**src/include/zports_defs.svh**
```systemverilog
`ifndef ZPORTS_DEFS_SVH
`define ZPORTS_DEFS_SVH

////////////////////////////////////////////////////////////////////////////
// low address bytes of the decoded ports
////////////////////////////////////////////////////////////////////////////

// beeper, border, keyboard and tape
`define ZP_PORT_FE     8'hFE

// 7FFD paging when a15 is low
`define ZP_PORT_FD     8'hFD

// EFF7 extended paging, outside shadow only
`define ZP_PORT_F7     8'hF7

`define ZP_PORT_CVX    8'hFB    // covox dac
`define ZP_PORT_KJOY   8'h1F    // kempston, outside shadow only
`define ZP_PORT_MOUSE  8'hDF    // kempston mouse

////////////////////////////////////////////////////////////////////////////
// extended register file, full 16-bit decode
////////////////////////////////////////////////////////////////////////////

`define ZP_XT_ADDR     16'h55FF // selects the xt register
`define ZP_XT_DATA     16'h56FF // writes the selected xt register

////////////////////////////////////////////////////////////////////////////
// widths and constants
////////////////////////////////////////////////////////////////////////////

`define ZP_DATA_W      8
`define ZP_BORDER_W    6

// floating bus value for ports without a source
`define ZP_IDLE_BYTE   8'hFF

`endif

```
**src/design/zports_pkg.sv**
```systemverilog
package zports_pkg;

	// kind of port the current bus address points at
	typedef enum logic [3:0]
	{
		PORT_NONE,
		PORT_FE,
		PORT_7FFD,      // xxFD, a15 low
		PORT_FD_OTHER,  // xxFD, a15 high (ay side)
		PORT_EFF7,      // xxF7 outside shadow, a12 low
		PORT_F7_OTHER,  // xxF7 outside shadow, a12 high
		PORT_CVX,
		PORT_KJOY,
		PORT_MOUSE,
		PORT_XT_ADDR,
		PORT_XT_DATA
	} port_e;

	// register numbers behind 55FF/56FF
	typedef enum logic [7:0]
	{
		XT_BORDER  = 8'h00,
		XT_VCONFIG = 8'h08,
		XT_PALADDR = 8'h09,
		XT_PALDATA = 8'h0A
	} xt_reg_e;

endpackage

```
**src/design/io_access_if.sv**
```systemverilog
`timescale 1ns/1ps

// one decoded z80 port access
interface io_access_if;

	logic                wr_stb;     // single cycle, new write
	logic                rd_stb;     // single cycle, new read
	logic                rd_active;  // read in progress, level
	zports_pkg::port_e   port;       // live decode of the address
	logic [7:0]          data;       // live bus data

	modport decoder (output wr_stb, rd_stb, rd_active, port, data);

	modport execute (input wr_stb, port, data);

	modport result (input rd_stb, rd_active, port);

endinterface

```
**src/design/port_decode.sv**
```systemverilog
`timescale 1ns/1ps

`include "zports_defs.svh"

module port_decode
(
	input  logic               zclk,
	input  logic               rst_n,
	input  logic [15:0]        a,
	input  logic               iorq_n,
	input  logic               rd_n,
	input  logic               wr_n,
	input  logic               dos,
	input  logic [7:0]         din,
	io_access_if.decoder       acc
);

	logic       io_wr;      // write cycle on the bus now
	logic       io_rd;
	logic       io_wr_q;    // same, one cycle back
	logic       io_rd_q;
	logic       wr_stb_q;
	logic       rd_stb_q;
	logic [7:0] loa;

	assign io_wr = ~iorq_n & ~wr_n;
	assign io_rd = ~iorq_n & ~rd_n;
	assign loa   = a[7:0];

	////////////////////////////////////////////////////////////////////////////
	// access strobes
	////////////////////////////////////////////////////////////////////////////

	// strobe on the first sampled cycle of an access, then wait for release
	always_ff @(posedge zclk or negedge rst_n)
	begin
		if (!rst_n)
		begin
			io_wr_q  <= 1'b0;
			io_rd_q  <= 1'b0;
			wr_stb_q <= 1'b0;
			rd_stb_q <= 1'b0;
		end
		else
		begin
			io_wr_q  <= io_wr;
			io_rd_q  <= io_rd;
			wr_stb_q <= io_wr & ~io_wr_q;
			rd_stb_q <= io_rd & ~io_rd_q;
		end
	end

	assign acc.wr_stb    = wr_stb_q;
	assign acc.rd_stb    = rd_stb_q;
	assign acc.rd_active = io_rd;
	assign acc.data      = din;

	////////////////////////////////////////////////////////////////////////////
	// address decode
	////////////////////////////////////////////////////////////////////////////

	always_comb
	begin
		acc.port = zports_pkg::PORT_NONE;

		// xt ports need the whole address
		if (a == `ZP_XT_ADDR)
			acc.port = zports_pkg::PORT_XT_ADDR;
		else if (a == `ZP_XT_DATA)
			acc.port = zports_pkg::PORT_XT_DATA;
		else
		begin
			case (loa)
				`ZP_PORT_FE:
					acc.port = zports_pkg::PORT_FE;
				`ZP_PORT_FD:
					acc.port = a[15] ? zports_pkg::PORT_FD_OTHER : zports_pkg::PORT_7FFD;
				`ZP_PORT_F7:
				begin
					if (!dos)  // hidden while shadow is on
						acc.port = a[12] ? zports_pkg::PORT_F7_OTHER : zports_pkg::PORT_EFF7;
				end
				`ZP_PORT_CVX:
					acc.port = zports_pkg::PORT_CVX;
				`ZP_PORT_KJOY:
				begin
					if (!dos)  // vg93 command port in shadow
						acc.port = zports_pkg::PORT_KJOY;
				end
				`ZP_PORT_MOUSE:
					acc.port = zports_pkg::PORT_MOUSE;
				default:
					acc.port = zports_pkg::PORT_NONE;
			endcase
		end
	end

endmodule

```
**src/design/port_regs.sv**
```systemverilog
`timescale 1ns/1ps

`include "zports_defs.svh"

module port_regs
(
	input  logic                    zclk,
	input  logic                    rst_n,
	io_access_if.execute            acc,
	output logic [`ZP_BORDER_W-1:0] border,
	output logic [7:0]              cvx,
	output logic [7:0]              p7ffd,
	output logic [7:0]              peff7,
	output logic [5:0]              pent1m_page,
	output logic                    pent1m_1m_on,
	output logic [7:0]              vcfg,
	output logic [7:0]              sp_wa,
	output logic                    sp_we
);

	logic [`ZP_DATA_W-1:0] d;
	logic [7:0]            p7ffd_r;
	logic [7:0]            peff7_r;
	logic [7:0]            xt_addr;    // selected xt register
	logic                  block1m;    // eff7 bit2, 1 MB mode off
	logic                  block7ffd;  // 48k lock in 128k mode
	logic                  wr_fe;
	logic                  wr_cvx;
	logic                  wr_7ffd;
	logic                  wr_eff7;
	logic                  wr_xt_addr;
	logic                  wr_xt_data;

	assign d = acc.data;

	assign wr_fe      = acc.wr_stb && (acc.port == zports_pkg::PORT_FE);
	assign wr_cvx     = acc.wr_stb && (acc.port == zports_pkg::PORT_CVX);
	assign wr_7ffd    = acc.wr_stb && (acc.port == zports_pkg::PORT_7FFD);
	assign wr_eff7    = acc.wr_stb && (acc.port == zports_pkg::PORT_EFF7);
	assign wr_xt_addr = acc.wr_stb && (acc.port == zports_pkg::PORT_XT_ADDR);
	assign wr_xt_data = acc.wr_stb && (acc.port == zports_pkg::PORT_XT_DATA);

	////////////////////////////////////////////////////////////////////////////
	// paging
	////////////////////////////////////////////////////////////////////////////

	assign block1m   = peff7_r[2];
	assign block7ffd = p7ffd_r[5] & block1m;

	always_ff @(posedge zclk or negedge rst_n)
	begin
		if (!rst_n)
			p7ffd_r <= 8'h00;
		else if (wr_7ffd && !block7ffd)
			p7ffd_r <= d;  // page, screen, rom, lock, high page bits
	end

	always_ff @(posedge zclk or negedge rst_n)
	begin
		if (!rst_n)
			peff7_r <= 8'h00;
		else if (wr_eff7)
			peff7_r <= d;
	end

	// high page bits vanish in 128k mode
	assign p7ffd = {(block1m ? 3'b000 : p7ffd_r[7:5]), p7ffd_r[4:0]};
	assign peff7 = block1m ? {peff7_r[7], 1'b0, peff7_r[5:4], 3'b000, peff7_r[0]} : peff7_r;

	assign pent1m_page  = {p7ffd_r[7:5], p7ffd_r[2:0]};
	assign pent1m_1m_on = ~block1m;

	////////////////////////////////////////////////////////////////////////////
	// border, covox and xt registers
	////////////////////////////////////////////////////////////////////////////

	always_ff @(posedge zclk or negedge rst_n)
	begin
		if (!rst_n)
			xt_addr <= 8'h00;
		else if (wr_xt_addr)
			xt_addr <= d;
	end

	always_ff @(posedge zclk or negedge rst_n)
	begin
		if (!rst_n)
		begin
			border <= '0;
			cvx    <= 8'h00;
			vcfg   <= 8'h00;
			sp_wa  <= 8'h00;
		end
		else
		begin
			if (wr_fe)
			begin
				cvx    <= {d[4], {7{d[3]}}};  // beeper and tape out as dac level
				border <= {d[1], 1'b0, d[2], 1'b0, d[0], 1'b0};
			end

			if (wr_cvx)
				cvx <= d;

			if (wr_xt_data)
			begin
				case (xt_addr)
					zports_pkg::XT_BORDER:
						border <= d[`ZP_BORDER_W-1:0];
					zports_pkg::XT_VCONFIG:
						vcfg <= d;
					zports_pkg::XT_PALADDR:
						sp_wa <= d;
					default:
						;  // paldata goes out as sp_we
				endcase
			end
		end
	end

	// palette ram write, one cycle
	assign sp_we = wr_xt_data && (xt_addr == zports_pkg::XT_PALDATA);

endmodule

```
**src/design/read_mux.sv**
```systemverilog
`timescale 1ns/1ps

`include "zports_defs.svh"

module read_mux
(
	io_access_if.result  acc,
	input  logic [4:0]   keys_in,
	input  logic         tape_read,
	input  logic [4:0]   kj_in,
	input  logic [7:0]   mus_in,
	output logic [7:0]   dout,
	output logic         porthit,
	output logic         dataout
);

	// read data for the addressed port
	always_comb
	begin
		case (acc.port)
			zports_pkg::PORT_FE:
				dout = {1'b1, tape_read, 1'b0, keys_in};
			zports_pkg::PORT_KJOY:
				dout = {3'b000, kj_in};
			zports_pkg::PORT_MOUSE:
				dout = mus_in;
			default:
				dout = `ZP_IDLE_BYTE;  // nothing to read back
		endcase
	end

	// any decoded port keeps external devices off the bus
	assign porthit = (acc.port != zports_pkg::PORT_NONE);

	// drive the z80 data bus only while the read lasts
	assign dataout = porthit & acc.rd_active;

endmodule

```
**src/design/zports.sv**
```systemverilog
`timescale 1ns/1ps

`include "zports_defs.svh"

module zports
(
	input  logic                    zclk,
	input  logic                    rst_n,

	// z80 bus
	input  logic [15:0]             a,
	input  logic [`ZP_DATA_W-1:0]   din,
	input  logic                    iorq_n,
	input  logic                    rd_n,
	input  logic                    wr_n,
	input  logic                    dos,      // shadow mode

	// read sources
	input  logic [4:0]              keys_in,
	input  logic                    tape_read,
	input  logic [4:0]              kj_in,
	input  logic [7:0]              mus_in,

	output logic [`ZP_DATA_W-1:0]   dout,
	output logic                    porthit,
	output logic                    dataout,

	// write side state
	output logic [`ZP_BORDER_W-1:0] border,
	output logic [7:0]              cvx,
	output logic [7:0]              p7ffd,
	output logic [7:0]              peff7,
	output logic [5:0]              pent1m_page,
	output logic                    pent1m_1m_on,
	output logic [7:0]              vcfg,
	output logic [7:0]              sp_wa,
	output logic                    sp_we
);

	io_access_if acc ();

	port_decode port_decode_inst
	(
		.zclk   (zclk),
		.rst_n  (rst_n),
		.a      (a),
		.iorq_n (iorq_n),
		.rd_n   (rd_n),
		.wr_n   (wr_n),
		.dos    (dos),
		.din    (din),
		.acc    (acc.decoder)
	);

	port_regs port_regs_inst
	(
		.zclk         (zclk),
		.rst_n        (rst_n),
		.acc          (acc.execute),
		.border       (border),
		.cvx          (cvx),
		.p7ffd        (p7ffd),
		.peff7        (peff7),
		.pent1m_page  (pent1m_page),
		.pent1m_1m_on (pent1m_1m_on),
		.vcfg         (vcfg),
		.sp_wa        (sp_wa),
		.sp_we        (sp_we)
	);

	read_mux read_mux_inst
	(
		.acc       (acc.result),
		.keys_in   (keys_in),
		.tape_read (tape_read),
		.kj_in     (kj_in),
		.mus_in    (mus_in),
		.dout      (dout),
		.porthit   (porthit),
		.dataout   (dataout)
	);

endmodule

```
**config.mk**
```make
export PLATFORM = sky130hd
export DESIGN_NAME = zports
export DESIGN_NICKNAME = d
export VERILOG_FILES = /design/src/design/zports_pkg.sv /design/src/design/io_access_if.sv /design/src/design/port_decode.sv /design/src/design/port_regs.sv /design/src/design/read_mux.sv /design/src/design/zports.sv
export VERILOG_INCLUDE_DIRS = /design/src /design/src/include
export SDC_FILE = /design/constraint.sdc
export NUM_CORES = 1
export LEC_CHECK = 0
export BUFFER_PORTS_ARGS = -buffer_cell sky130_fd_sc_hd__buf_2
export CORE_ASPECT_RATIO = 1.25
export CORE_UTILIZATION = 38
export DETAILED_ROUTE_END_ITERATION = 16
export HOLD_SLACK_MARGIN = 0.02
export PLACE_DENSITY = 0.68
export REMOVE_ABC_BUFFERS = 1
export SLEW_MARGIN = 20
export SYNTH_ARGS = -nofsm -noshare
export SYNTH_HDL_FRONTEND = slang
export SYNTH_SLANG_ARGS = --single-unit
```
**constraint.sdc**
```tcl
create_clock -name zclk -period 2 [get_ports zclk]
set_clock_uncertainty 0.1 [all_clocks]
set_input_delay 0.2 -clock zclk [delete_from_list [all_inputs] [get_ports zclk]]
set_output_delay 0.2 -clock zclk [all_outputs]
set_load 0.1 [all_outputs]
```
==> impl_results.md <==
* Status: finished with violations
* Failing checks: negative setup slack
* Initial Utilization at 39.7%
* Cells after synthesis at 244
* Htree depth at 2
* P_int at 1.65 mW
* Slew headroom at 54.6%
* CP arrival at 1.96 ns
* Worst reg2reg path depth at 7
* Reg-to-Reg Start: port_regs_inst.xt_addr[2]
* Worst Path Max Fanout at 3
* Crit end category: output port
* Layout cell share with drive strength beyond 1 at 60.3%
* Clk sink count at 56
* Pleak at 2.30 nW
* Area delta synth->final at 56.2%
* Most frequent cells in the layout: 97 x buf_2, 56 x dfrtp_1, 43 x buf_4
* CTS Buffer Depth at 2
* WL/cell at 16.2 microns
* HP Start: din[5]
* # DRC at 0
* Design area at 0.00436 sq mm
* Sw Ratio at 29.0%
* Drt first pass iters at 4
* Total grt overflow at 0
* Critical path, cell by cell: buf_6 -> or4_4 -> mux2i_4 -> a32oi_4 -> nor3b_2 -> nand3b_1 -> nor3b_2 -> buf_4 -> buf_12
* Routability cong. at 0.783
* 1st-iter DRT viols at 72
* Avg Inst Size Synth at 11.4 sq um
* Worst Hold Class: input pin to flip-flop
* Leading cell type in the layout, fill and taps excluded: buf_2
* ANT nets after route at 0
* Max Freq at 0.443 GHz
* Worst Setup EP: sp_we
* Die ar. at 0.00769 sq mm
* Crit Path Category: input pin to output port
* Overall power at 2.33 mW
* Max Cap Viol at 0
* Main synth FF type: dfrtp_1
* NetSw at 0.675 mW
* Worst reg2reg setup slack at -0.11 ns
* TritonCTS clock tree: yes
* Via/cell ratio at 5.23
* Initial antenna violation count at 0
* PwrDens at 534 mW/mm^2
* Latest clock arrival within the worst-skew pair at 0.31 ns
* Setup-failing EPs final at 37
* Routed wire length at 8050 microns
* Largest net degree at the start of global routing at 57
* IO buf count at 111
* Post-synth ARST share at 100%
* Post-Route Setup TNS at -2.94 ns
* Setup WS post-layout at -0.256 ns
* Hold Path Depth at 3
* Yosys warns at 0
* Ports at 113
* Worst slew pin tran at 0.680 ns
* Antenna diodes at 0
* Logic gate share of total power at 18.6%
* Final Net Count at 454
* Slowest cell delay on critical path at 0.56 ns
* CTS Buf Count at 5
* Max Slew Vio Count at 0
* Unrepaired setup endpoints after global routing: yes
* Setup crit start kind: input pin
* CP Data Required Time at 1.70 ns
* Post-synth EDFFs at 0
* Vias in the first global route at 2670
* # rows at 34
* Crit-path slowest cell: or4_4
* Gr usage total at 21.4%
* Reg power frac at 50.0%
* Max IR drop VDD at 718 uV
* Area of the mapped netlist at 0.00279 sq mm
* Placed Area at 0.00383 sq mm
* Post-synth cell types at 48
* Worst r2r dst: port_regs_inst.sp_wa[5]
* Register bit total from synthesis at 56
* Global-route wire length before repair at 12800 microns
* Crit path from: dos
* Die Ht at 97.8 microns
* Min Hold Slack at 0.121 ns
* Root buffer cell: clkbuf_8
* Die width at 78.6 microns
* Core area at 0.00702 sq mm
* Tmin final at 2.26 ns
* Clock-pin slew on the worst setup and hold paths at 0.10 ns
* Final hold vios at 0
* Sequential share of the synthesized area at 50.2%
* Most used cell, CP: nor3b_2
* Fin crit share at 113%
* Vias at 2592
* Dpl hpwl at 5880 microns
* Clock share of power at 31.3%
flip-flops by register name, indices dropped and copies added, names as in the netlist:
register / flops
port_regs_inst.xt_addr: 8
port_regs_inst.vcfg: 8
port_regs_inst.border: 6
port_decode_inst.acc.wr_stb: 1
port_regs_inst.sp_wa: 8
port_regs_inst.cvx: 8
port_decode_inst.io_wr_q: 1
port_regs_inst.p7ffd_r: 8
port_regs_inst.peff7_r: 8
layer usage:
layer	wire length, microns	GRT usage (%)	part of all wire [%]
met1	3240	24.9	40
met2	4150	38.4	52
met3	472	3.93	5.9
met4	190	8.26	2.4
met5	0	0	0
kinds of logic after synthesis:
family | after synthesis | share of synthesized area (%)
other | 1 | 0.134
DFF | 56 | 50.2
and+or+nand+nor | 89 | 19.2
xor gates and xnor gates | 1 | 0.314
muxes | 38 | 15.3
AOI/OAI and AO/OA | 37 | 10.7
buffers and inverters | 22 | 4.08
metrics by stage:
stage,std cells,setup WS (ns),util [%]
floorplan,231,-1.99,-
global placement,475,-0.501,54.6
detailed placement,475,-0.560,54.6
CTS,495,-0.268,61.3
global route,496,-0.317,62.1
finish,496,-0.256,62.1
worst min-delay path by stage:
stage                                              to  slack (ns)
after detailed placement    port_regs_inst.p7ffd_r[1]        0.27
after global routing         port_regs_inst.border[5]        0.12
final                        port_regs_inst.border[5]        0.12
after global placement      port_regs_inst.p7ffd_r[1]        0.27
after CTS                    port_regs_inst.border[5]        0.11
after floorplan           port_decode_inst.acc.wr_stb       -0.20
Yosys cell counts (3+ instances only):
cell type | n | share of area, %
nand2b_1 | 4 | 0.90
nor3_1 | 5 | 0.90
mux2_2 | 37 | 15
a222oi_1 | 5 | 1.8
buf_4 | 8 | 2.2
nor2b_1 | 6 | 1.3
a21oi_1 | 6 | 1.1
nand2_1 | 21 | 2.8
o21ai_0 | 7 | 1.3
dfrtp_1 | 56 | 50
clkbuf_1 | 4 | 0.54
and2_1 | 3 | 0.67
or3_1 | 3 | 0.67
o31a_1 | 3 | 0.94
and3_1 | 4 | 0.90
a221o_1 | 4 | 1.4
nand3_1 | 11 | 2.0
inv_1 | 9 | 1.2
nor2_1 | 12 | 1.6
critical path, delay by kind of cell:
| kind | cells | cell delay [ns] |
|---|---|---|
| AOI/OAI and AO/OA | 1 | 0.09 |
| muxes | 1 | 0.23 |
| and+or+nand+nor | 4 | 1.03 |
| buffers and inverters | 3 | 0.40 |
power by group through the flow:
| stage | Combinational (mW) | Clock [mW] | Sequential (mW) |
|---|---|---|---|
| after floorplan | 0.0868 | 0 | 1.33 |
| after global placement | 0.390 | 0 | 1.19 |
| after detailed placement | 0.395 | 0 | 1.19 |
| after CTS | 0.432 | 0.757 | 1.16 |
| after global routing | 0.456 | 0.788 | 1.17 |
| final | 0.433 | 0.729 | 1.16 |
area by class of cell:
class	instances	area (sq um)
repair buffers	167	1220
well taps	90	113
flip-flops and latches	56	1400
inverters	9	33.8
clock buffers	5	68.8
fillers	564	2660
clock inverters	3	42.5
multi-input cells	166	1480
what timing repair did:
item	in CTS	in global routing
pin swaps	16	7
endpoints found under the hold margin	58	0
gates cloned	0	0
hold buffers	4	0
buffers inserted	8	2
endpoints found under the setup margin	34	49
gates resized for setup	59	11
Note: power is estimated with default switching activity, not from simulation.
